==> config.mk <==
export PLATFORM = sky130hd
export DESIGN_NAME = cpu
export DESIGN_NICKNAME = d
export VERILOG_FILES = /design/src/cpu_pkg.sv /design/src/cpu_decoder.sv /design/src/register_file.sv /design/src/alu_shifter.sv /design/src/cpu_datapath.sv /design/src/cpu_controller.sv /design/src/cpu.sv
export SDC_FILE = /design/constraint.sdc
export NUM_CORES = 1
export LEC_CHECK = 0
export ABC_AREA = 1
export BUFFER_PORTS_ARGS = -buffer_cell sky130_fd_sc_hd__buf_2
export CORE_UTILIZATION = 50
export DETAILED_ROUTE_END_ITERATION = 12
export PLACE_DENSITY = 0.64
export SKIP_CTS_REPAIR_TIMING = 1
export SLEW_MARGIN = 20
export SYNTH_ARGS = -nofsm -noshare
export SYNTH_HDL_FRONTEND = slang
export SYNTH_SLANG_ARGS = --single-unit
==> constraint.sdc <==
create_clock -name clk -period 3.57 [get_ports clk]
set_input_delay 0.357 -clock clk [delete_from_list [all_inputs] [get_ports clk]]
set_output_delay 0.357 -clock clk [all_outputs]
set_load 0.02 [all_outputs]
==> src/cpu_pkg.sv <==
// shared widths and encodings; any opcode/op pair not listed here halts the processor
package cpu_pkg;

	localparam int word_width = 16;
	localparam int addr_width = 9; // word address, 512 words
	localparam int reg_count = 8;
	localparam int reg_num_width = 3;

	// instruction field positions
	localparam int opcode_lsb = 13;
	localparam int op_lsb = 11;
	localparam int rn_lsb = 8;
	localparam int rd_lsb = 5;
	localparam int shift_lsb = 3;
	localparam int rm_lsb = 0;
	localparam int imm8_width = 8; // imm8 is bits 7..0
	localparam int imm5_width = 5; // imm5 is bits 4..0

	typedef enum logic [1:0] {
		mem_none  = 2'b00,
		mem_read  = 2'b01,
		mem_write = 2'b10
	} mem_cmd_t;

	typedef enum logic [2:0] {
		op_load  = 3'b011,
		op_store = 3'b100,
		op_alu   = 3'b101,
		op_move  = 3'b110,
		op_halt  = 3'b111
	} opcode_t;

	typedef enum logic [1:0] {
		alu_add = 2'b00,
		alu_cmp = 2'b01,
		alu_and = 2'b10,
		alu_mvn = 2'b11
	} alu_op_t;

	// the op field also carries the MOV form and must be add for load/store
	localparam alu_op_t mov_sub_imm = alu_and;
	localparam alu_op_t mov_sub_reg = alu_add;
	localparam alu_op_t ldst_sub = alu_add; // address is Rn + imm5

	typedef enum logic [1:0] {
		shift_none          = 2'b00,
		shift_left          = 2'b01,
		shift_right_logical = 2'b10,
		shift_right_arith   = 2'b11
	} shift_t;

	typedef enum logic [2:0] {
		nsel_none = 3'b000, // no register selected
		nsel_rn   = 3'b001,
		nsel_rd   = 3'b010,
		nsel_rm   = 3'b100
	} nsel_t;

	typedef enum logic [1:0] {
		vsel_c     = 2'b00,
		vsel_imm8  = 2'b01,
		vsel_mdata = 2'b10
	} vsel_t;

	// upper three bits name the sequence, lower three the step within it
	typedef enum logic [5:0] {
		st_reset     = 6'b000_000,
		st_fetch1    = 6'b000_001,
		st_fetch2    = 6'b000_010,
		st_update_pc = 6'b000_011,
		st_mov_imm   = 6'b001_000,
		st_shift1    = 6'b010_000, // MOV register and MVN
		st_shift2    = 6'b010_001,
		st_shift3    = 6'b010_010,
		st_alu1      = 6'b011_000, // ADD and AND
		st_alu2      = 6'b011_001,
		st_alu3      = 6'b011_010,
		st_alu4      = 6'b011_011,
		st_cmp1      = 6'b100_000,
		st_cmp2      = 6'b100_001,
		st_cmp3      = 6'b100_010,
		st_ldr1      = 6'b101_000,
		st_ldr2      = 6'b101_001,
		st_ldr3      = 6'b101_010,
		st_ldr4      = 6'b101_011,
		st_ldr5      = 6'b101_100,
		st_ldr6      = 6'b101_101,
		st_str1      = 6'b110_000,
		st_str2      = 6'b110_001,
		st_str3      = 6'b110_010,
		st_str4      = 6'b110_011,
		st_str5      = 6'b110_100,
		st_str6      = 6'b110_101,
		st_halt      = 6'b111_000
	} ctrl_state_t;

endpackage

==> src/cpu_decoder.sv <==
// combinational only; the shift field is ignored on load/store, where it is part of imm5
`timescale 1ns/1ps

module cpu_decoder
	import cpu_pkg::*;
(
	input  logic [word_width-1:0]    instr,
	input  nsel_t                    nsel,
	output logic [reg_num_width-1:0] reg_num,
	output alu_op_t                  alu_op,
	output shift_t                   shift,
	output logic [word_width-1:0]    sximm5,
	output logic [word_width-1:0]    sximm8,
	output opcode_t                  opcode,
	output alu_op_t                  op
);

	logic [reg_num_width-1:0] rn;
	logic [reg_num_width-1:0] rd;
	logic [reg_num_width-1:0] rm;

	assign opcode = opcode_t'(instr[opcode_lsb +: 3]);
	assign op = alu_op_t'(instr[op_lsb +: 2]);
	assign alu_op = op; // same field drives the ALU

	assign rn = instr[rn_lsb +: reg_num_width];
	assign rd = instr[rd_lsb +: reg_num_width];
	assign rm = instr[rm_lsb +: reg_num_width];

	// imm5 overlaps the shift bits, so only register forms shift
	assign shift = (opcode == op_alu || opcode == op_move) ?
		shift_t'(instr[shift_lsb +: 2]) : shift_none;

	assign sximm8 = {{(word_width-imm8_width){instr[imm8_width-1]}}, instr[imm8_width-1:0]};
	assign sximm5 = {{(word_width-imm5_width){instr[imm5_width-1]}}, instr[imm5_width-1:0]};

	always_comb begin
		case (nsel)
			nsel_rd: reg_num = rd;
			nsel_rm: reg_num = rm;
			default: reg_num = rn; // rn also when idle
		endcase
	end

	// the controller must never select two register fields at once
	always_comb begin
		if (nsel != nsel_none)
			assert ($onehot(nsel)) else $error("register select is not one-hot");
	end

endmodule

==> src/register_file.sv <==
// no reset on the registers, software must write a register before reading it
`timescale 1ns/1ps

module register_file
	import cpu_pkg::*;
(
	input  logic                     clk,
	input  logic                     write,
	input  logic [reg_num_width-1:0] reg_num,
	input  logic [word_width-1:0]    data_in,
	output logic [word_width-1:0]    data_out
);

	logic [word_width-1:0] regs [reg_count];

	always_ff @(posedge clk) begin
		if (write)
			regs[reg_num] <= data_in; // write-back at the edge
	end

	// read and write share one index, read is combinational
	assign data_out = regs[reg_num];

endmodule

==> src/alu_shifter.sv <==
// single-bit shifts only; v is meaningful only for the CMP subtraction, zero for the other operations
`timescale 1ns/1ps

module alu_shifter
	import cpu_pkg::*;
(
	input  logic [word_width-1:0] a,
	input  logic [word_width-1:0] b,
	input  logic [word_width-1:0] imm,
	input  logic                  asel,
	input  logic                  bsel,
	input  shift_t                shift,
	input  alu_op_t               alu_op,
	output logic [word_width-1:0] result,
	output logic                  n_next,
	output logic                  v_next,
	output logic                  z_next
);

	localparam int msb = word_width - 1;

	logic [word_width-1:0] a_in;
	logic [word_width-1:0] b_shifted;
	logic [word_width-1:0] b_in;

	always_comb begin
		case (shift)
			shift_left:          b_shifted = {b[msb-1:0], 1'b0};
			shift_right_logical: b_shifted = {1'b0, b[msb:1]};
			shift_right_arith:   b_shifted = {b[msb], b[msb:1]}; // keeps sign
			default:             b_shifted = b;
		endcase
	end

	assign a_in = asel ? '0 : a; // zero A for moves
	assign b_in = bsel ? imm : b_shifted;

	always_comb begin
		v_next = 1'b0;
		case (alu_op)
			alu_add: result = a_in + b_in;
			alu_cmp: begin
				result = a_in - b_in;
				v_next = (a_in[msb] != b_in[msb]) && (result[msb] != a_in[msb]);
			end
			alu_and: result = a_in & b_in;
			default: result = ~b_in; // mvn
		endcase
	end

	assign n_next = result[msb];
	assign z_next = (result == '0);

endmodule

==> src/cpu_datapath.sv <==
// operand and status registers hold no reset value, flags are undefined until the first CMP
`timescale 1ns/1ps

module cpu_datapath
	import cpu_pkg::*;
(
	input  logic                     clk,
	input  logic [reg_num_width-1:0] reg_num,
	input  vsel_t                    vsel,
	input  logic                     loada,
	input  logic                     loadb,
	input  logic                     loadc,
	input  logic                     loads,
	input  logic                     asel,
	input  logic                     bsel,
	input  logic                     write,
	input  alu_op_t                  alu_op,
	input  shift_t                   shift,
	input  logic [word_width-1:0]    mdata,
	input  logic [word_width-1:0]    sximm8,
	input  logic [word_width-1:0]    sximm5,
	output logic [word_width-1:0]    datapath_out,
	output logic                     n,
	output logic                     v,
	output logic                     z
);

	logic [word_width-1:0] reg_out;
	logic [word_width-1:0] wb_data;
	logic [word_width-1:0] a_reg;
	logic [word_width-1:0] b_reg;
	logic [word_width-1:0] c_reg;
	logic [word_width-1:0] alu_result;
	logic n_next;
	logic v_next;
	logic z_next;

	always_comb begin
		case (vsel)
			vsel_imm8:  wb_data = sximm8;
			vsel_mdata: wb_data = mdata; // load data from memory
			default:    wb_data = c_reg;
		endcase
	end

	register_file i_regs (
		.clk      (clk),
		.write    (write),
		.reg_num  (reg_num),
		.data_in  (wb_data),
		.data_out (reg_out)
	);

	always_ff @(posedge clk) begin
		if (loada)
			a_reg <= reg_out;
		if (loadb)
			b_reg <= reg_out;
		if (loadc)
			c_reg <= alu_result;
		if (loads) begin
			n <= n_next;
			v <= v_next;
			z <= z_next;
		end
	end

	alu_shifter i_alu (
		.a      (a_reg),
		.b      (b_reg),
		.imm    (sximm5), // only load/store use an ALU immediate
		.asel   (asel),
		.bsel   (bsel),
		.shift  (shift),
		.alu_op (alu_op),
		.result (alu_result),
		.n_next (n_next),
		.v_next (v_next),
		.z_next (z_next)
	);

	assign datapath_out = c_reg; // store data and address source

endmodule

==> src/cpu_controller.sv <==
// fixed-latency memory assumed, no wait states; halt holds until reset
`timescale 1ns/1ps

module cpu_controller
	import cpu_pkg::*;
(
	input  logic     clk,
	input  logic     reset,
	input  opcode_t  opcode,
	input  alu_op_t  op,
	output nsel_t    nsel,
	output vsel_t    vsel,
	output logic     loada,
	output logic     loadb,
	output logic     loadc,
	output logic     loads,
	output logic     asel,
	output logic     bsel,
	output logic     write,
	output logic     load_ir,
	output logic     load_pc,
	output logic     reset_pc,
	output logic     addr_sel,
	output logic     load_addr,
	output mem_cmd_t mem_cmd,
	output logic     halted
);

	ctrl_state_t state;
	ctrl_state_t state_next;

	always_ff @(posedge clk) begin
		if (reset) begin
			state <= st_reset;
			halted <= 1'b0;
		end else begin
			state <= state_next;
			halted <= (state == st_halt); // one cycle after entering halt
		end
	end

	always_comb begin
		case (state)
			st_reset:     state_next = st_fetch1;
			st_fetch1:    state_next = st_fetch2;
			st_fetch2:    state_next = st_update_pc;
			st_update_pc: begin
				case (opcode)
					op_move:  state_next = (op == mov_sub_imm) ? st_mov_imm :
						(op == mov_sub_reg) ? st_shift1 : st_halt;
					op_alu:   state_next = (op == alu_cmp) ? st_cmp1 :
						(op == alu_mvn) ? st_shift1 : st_alu1;
					op_load:  state_next = (op == ldst_sub) ? st_ldr1 : st_halt;
					op_store: state_next = (op == ldst_sub) ? st_str1 : st_halt;
					default:  state_next = st_halt; // HALT and undefined codes
				endcase
			end
			st_shift1: state_next = st_shift2;
			st_shift2: state_next = st_shift3;
			st_alu1:   state_next = st_alu2;
			st_alu2:   state_next = st_alu3;
			st_alu3:   state_next = st_alu4;
			st_cmp1:   state_next = st_cmp2;
			st_cmp2:   state_next = st_cmp3;
			st_ldr1:   state_next = st_ldr2;
			st_ldr2:   state_next = st_ldr3;
			st_ldr3:   state_next = st_ldr4;
			st_ldr4:   state_next = st_ldr5;
			st_ldr5:   state_next = st_ldr6;
			st_str1:   state_next = st_str2;
			st_str2:   state_next = st_str3;
			st_str3:   state_next = st_str4;
			st_str4:   state_next = st_str5;
			st_str5:   state_next = st_str6;
			st_mov_imm, st_shift3, st_alu4, st_cmp3, st_ldr6, st_str6:
				state_next = st_fetch1; // last execute step
			default:   state_next = st_halt;
		endcase
	end

	always_comb begin
		nsel = nsel_none;
		vsel = vsel_c;
		loada = 1'b0;
		loadb = 1'b0;
		loadc = 1'b0;
		loads = 1'b0;
		asel = 1'b0;
		bsel = 1'b0;
		write = 1'b0;
		load_ir = 1'b0;
		load_pc = 1'b0;
		reset_pc = 1'b0;
		addr_sel = 1'b0;
		load_addr = 1'b0;
		mem_cmd = mem_none;
		case (state)
			st_reset: begin
				reset_pc = 1'b1;
				load_pc = 1'b1;
			end
			st_fetch1: begin
				mem_cmd = mem_read;
				addr_sel = 1'b1;
			end
			st_fetch2: begin
				mem_cmd = mem_read;
				addr_sel = 1'b1;
				load_ir = 1'b1; // read data valid this cycle
			end
			st_update_pc: begin
				mem_cmd = mem_read;
				addr_sel = 1'b1;
				load_pc = 1'b1;
			end
			st_mov_imm: begin
				nsel = nsel_rn;
				vsel = vsel_imm8;
				write = 1'b1;
			end
			st_alu1, st_cmp1, st_ldr1, st_str1: begin
				nsel = nsel_rn;
				loada = 1'b1;
			end
			st_shift1, st_alu2, st_cmp2: begin
				nsel = nsel_rm;
				loadb = 1'b1;
			end
			st_shift2, st_str5: begin
				asel = 1'b1; // C = 0 + B, or not B
				loadc = 1'b1;
			end
			st_alu3: loadc = 1'b1;
			st_shift3, st_alu4: begin
				nsel = nsel_rd;
				write = 1'b1;
			end
			st_cmp3: loads = 1'b1; // only place the flags change
			st_ldr2, st_str2: begin
				bsel = 1'b1; // C = Rn + imm5
				loadc = 1'b1;
			end
			st_ldr3, st_str3: load_addr = 1'b1;
			st_ldr4, st_ldr5: mem_cmd = mem_read;
			st_ldr6: begin
				mem_cmd = mem_read;
				nsel = nsel_rd;
				vsel = vsel_mdata;
				write = 1'b1;
			end
			st_str4: begin
				nsel = nsel_rd;
				loadb = 1'b1;
			end
			st_str6: mem_cmd = mem_write;
			default: ; // halt drives nothing
		endcase
	end

	a_mem_cmd_legal: assert property (@(posedge clk) disable iff (reset)
		mem_cmd != 2'b11) else $error("unused memory command code driven");

	a_no_write_clash: assert property (@(posedge clk) disable iff (reset)
		!(write && mem_cmd == mem_write)) else $error("register and memory write together");

endmodule

==> src/cpu.sv <==
// single memory port with one-cycle read latency; PC is cleared by the reset step, not by reset
`timescale 1ns/1ps

module cpu
	import cpu_pkg::*;
(
	input  logic                  clk,
	input  logic                  reset,
	input  logic [word_width-1:0] read_data,
	output mem_cmd_t              mem_cmd,
	output logic [addr_width-1:0] mem_addr,
	output logic [word_width-1:0] write_data,
	output logic                  n,
	output logic                  v,
	output logic                  z,
	output logic                  halted
);

	logic [word_width-1:0] instr;
	logic [addr_width-1:0] pc;
	logic [addr_width-1:0] data_addr;
	logic [word_width-1:0] datapath_out;
	logic [word_width-1:0] sximm5;
	logic [word_width-1:0] sximm8;
	logic [reg_num_width-1:0] reg_num;
	nsel_t nsel;
	vsel_t vsel;
	opcode_t opcode;
	alu_op_t op;
	alu_op_t alu_op;
	shift_t shift;
	logic loada;
	logic loadb;
	logic loadc;
	logic loads;
	logic asel;
	logic bsel;
	logic write;
	logic load_ir;
	logic load_pc;
	logic reset_pc;
	logic addr_sel;
	logic load_addr;

	always_ff @(posedge clk) begin
		if (load_ir)
			instr <= read_data;
		if (load_pc)
			pc <= reset_pc ? '0 : pc + addr_width'(1);
		if (load_addr)
			data_addr <= datapath_out[addr_width-1:0]; // low bits of C
	end

	assign mem_addr = addr_sel ? pc : data_addr;
	assign write_data = datapath_out;

	cpu_controller i_ctrl (
		.clk       (clk),
		.reset     (reset),
		.opcode    (opcode),
		.op        (op),
		.nsel      (nsel),
		.vsel      (vsel),
		.loada     (loada),
		.loadb     (loadb),
		.loadc     (loadc),
		.loads     (loads),
		.asel      (asel),
		.bsel      (bsel),
		.write     (write),
		.load_ir   (load_ir),
		.load_pc   (load_pc),
		.reset_pc  (reset_pc),
		.addr_sel  (addr_sel),
		.load_addr (load_addr),
		.mem_cmd   (mem_cmd),
		.halted    (halted)
	);

	cpu_decoder i_dec (
		.instr   (instr),
		.nsel    (nsel),
		.reg_num (reg_num),
		.alu_op  (alu_op),
		.shift   (shift),
		.sximm5  (sximm5),
		.sximm8  (sximm8),
		.opcode  (opcode),
		.op      (op)
	);

	cpu_datapath i_dp (
		.clk          (clk),
		.reg_num      (reg_num),
		.vsel         (vsel),
		.loada        (loada),
		.loadb        (loadb),
		.loadc        (loadc),
		.loads        (loads),
		.asel         (asel),
		.bsel         (bsel),
		.write        (write),
		.alu_op       (alu_op),
		.shift        (shift),
		.mdata        (read_data),
		.sximm8       (sximm8),
		.sximm5       (sximm5),
		.datapath_out (datapath_out),
		.n            (n),
		.v            (v),
		.z            (z)
	);

endmodule

==> results.yml <==
placed_design:
  placed_area_um2: 13600
  io_buffers: 48
  place_ws_ns: -0.141
  gp_congestion: 0.926
  hpwlAfterDp_mm: 25.8
cells_and_area:
  top_register: "i_dp.i_regs.regs"
  syn_to_final_growth_pct: 15.7
  diodes: 0
  design_area_um2: 14700
  fillers: 2297
  drive_gt1_share_pct: 14.8
  finalNetCount: 1704
  largest_register_ffs: 128
yosys:
  syn_avg_cell_area_um2: 8.18
  synthTopCellsByArea: "edfxtp_1 50%, nand2_1 12%, inv_1 9.5%"
  yosysTopAreaCellShare_pct: 50.2
  synth_edf_count: 213
  yosysWarningCount: 0
  synth.ff_latch_count: 220
  netlist_area_um2: 12700
  netlist_instances: 1558
  yosys_most_used_dff: "edfxtp_1"
  synthArstFlopShare_pct: 0
  synth_cell_types: 40
  synth_top_area_cell: "edfxtp_1"
  syn_nets: 1613
  ys_seq_area_share_pct: 51.3
timing:
  hold_viol_final: 0
  period_needed_ns: 3.39
  tightestPinTransition_ns: 0.948
  fin_skew_ns: 0.0140
  fin_crit_sh_pct: 95.0
  holdWs_ns: 0.0162
  finalWorstSetupSlack_ns: 0.180
  finalSetupTns_ns: 0
  max-slew-margin-rel_pct: 36.6
  max_freq_mhz: 295
  setup_viol: 0
  final_max_slew_viol_count: 0
worst_setup_path:
  crit_path_max_incr_delay_ns: 0.35
  crit_top_cell: "nand2_1"
  critPathMaxFanout: 16
  crit_chain: "or2_1 > nor3_2 > inv_1 > nand2_1 > buf_12 > inv_1 > nand2_1 > inv_1 > ha_1 > o21ai_1 > and2_1 > xor2_1 > o211ai_1 > nand2_1 > nand2_1 > nor2_1 > nand2_1 > nor2_1"
  worstPathBufferInverterCount: 4
  reg2reg_depth: 18
  cp.arrival_ns: 3.69
  crit_type: "flip-flop to flip-flop"
  cp_top_family: "simple AND/OR/NAND/NOR gates"
  worst_setup_path_end_kind: "flip-flop"
  rrSetupSlack_ns: 0.18
  start_kind: "flip-flop"
  crit_required_ns: 3.87
  crit_cells: 18
  worst_path_max_delay_cell: "dfxtp_2"
floorplanning:
  ios: 49
  die_w_um: 162
  die_area_um2: 26100
  row_count: 58
  design.core.area_um2: 25100
  initial_core_util_pct: 50.8
  dieHeight_um: 162
power:
  combinationalPowerShare_pct: 54.8
  seqPwrFrac_pct: 27.6
  p_per_area_nw_per_um2: 977
  switching_share_pct: 45.3
  p_leak_nw: 6.86
  p_total_w: 0.0144
  vdd.ir_drop.worst_v: 0.000493
  p_int_w: 0.00788
  p_clk_share_pct: 17.6
  power_switching_w: 0.00653
global_routing:
  grt_max_degree: 66
  grt_overflow: 0
  grt_pass1_wl_mm: 54.9
  grt_use_total_pct: 27.1
  antenna_found_initial: 0
  grt_pass1_vias: 10000
run:
  cap_violations: 0
clock_network:
  cts_tree: "done"
  cts_buffer_depth: 3
  cts_buffers: 25
  path_clk_slew_ns: 0.06
  clock_latency_ns: 0.54
  cts.htree.levels: 1
  cts-root-buf: "clkbuf_16"
  clock-sinks: 220
hold_path:
  worstHoldPathType: "primary input to flip-flop"
  min_path_cells: 1
routing:
  dr.pass1.iters: 6
  drc: 0
  ant_nets: 0
  via_per_inst: 5.36
  wl_per_cell_um: 17.8
  drt_iter0_markers: 927
  dr_total_vias: 10700
  wirelength_mm: 35.4
run_status:
  outcome: "finished clean"
[path summary, 6_finish.rpt]
kind                                                     start                     end
worst max-delay path                i_ctrl.state[0]$_SDFF_PP0_        i_dp.z$_DFFE_PP_
worst min-delay path                              read_data[0]      instr[0]$_DFFE_PP_
worst max register to register      i_ctrl.state[0]$_SDFF_PP0_        i_dp.z$_DFFE_PP_
worst min register to register  i_dp.datapath_out[1]$_DFFE_PP_  data_addr[1]$_DFFE_PP_
[through the flow]
step	util, %	std cells
floorplan	-	1558
global placement	54.1	1941
detailed placement	54.1	1941
CTS	57.3	1985
global route	58.7	1996
finish	58.7	1996
[layout make-up]
type	instances	area, µm²	area share (%)
clock buffers	28	637	4.32
clock inverters	16	165	1.12
inverters	332	1260	8.53
multi-input cells	949	4900	33.2
flip-flops and latches	220	6540	44.4
well taps	330	413	2.80
repair buffers	119	816	5.53
repair inverters	2	15.0	0.102
[routing by layer]
layer	global-route usage (%)	vias to the layer above	part of all wire (%)
met5	0	-	0
met4	6.09	0	2.0
met2	45.1	406	48
met3	3.50	63	6.2
met1	38.0	5010	44
li1	-	5221	-
[cell families (layout without fill, tap and decap cells)]
| family | Yosys count | in the layout | synth area share (%) |
|---|---|---|---|
| adder cells (fa/ha/maj) | 37 | 37 | 3.75 |
| flip-flops | 220 | 220 | 51.3 |
| XOR/XNOR | 1 | 1 | 0.0687 |
| AND/OR/NAND/NOR | 787 | 787 | 27.4 |
| buffers and inverters | 389 | 497 | 12.2 |
| AO/OA/AOI/OAI | 124 | 124 | 5.29 |
[synthesized netlist by cell type (3+ instances only)]
master,count
a21oi_1,56
a31oi_1,5
buf_2,17
buf_4,7
buf_6,6
clkbuf_1,25
dfxtp_1,7
edfxtp_1,213
ha_1,35
inv_1,323
inv_2,8
nand2_1,394
nand2_2,10
nand3_1,159
nand3b_1,5
nand4_1,72
nor2_1,111
nor2_2,3
nor2_4,4
nor3_1,17
o211ai_1,6
o21ai_0,41
o21ai_1,4
o21bai_1,3
o22ai_1,3
or2_2,4
[layout by cell type, fill, tap and decap left out, drive strengths merged]
cell      Yosys  routed
nand2       404     404
inv         331     331
edfxtp      213     213
nand3       163     163
buf          32     119
nor2        118     118
nand4        72      72
a21oi        56      56
o21ai        46      46
ha           35      35
clkbuf       25      28
nor3         18      18
clkinv        1      11
dfxtp         7       7
o211ai        6       6
clkinvlp      0       5
a31oi         5       5
nand3b        5       5
or2           5       5
o21bai        3       3
o22ai         3       3
bufinv        0       3
and2          2       2
o2111ai       2       2
fa            2       2
o221ai        1       1
xor2          1       1
o21a          1       1
a221oi        1       1
[power by group through the flow]
stage / Clock, W / Combinational [W] / Sequential (W)
final: 0.00254 / 0.00789 / 0.00398
after global routing: 0.00267 / 0.00873 / 0.00402
after CTS: 0.00258 / 0.00737 / 0.00397
after detailed placement: 0 / 0.00734 / 0.00402
after global placement: 0 / 0.00728 / 0.00400
after floorplan: 0 / 0.00488 / 0.00397
(Power assumes the default switching activity.)
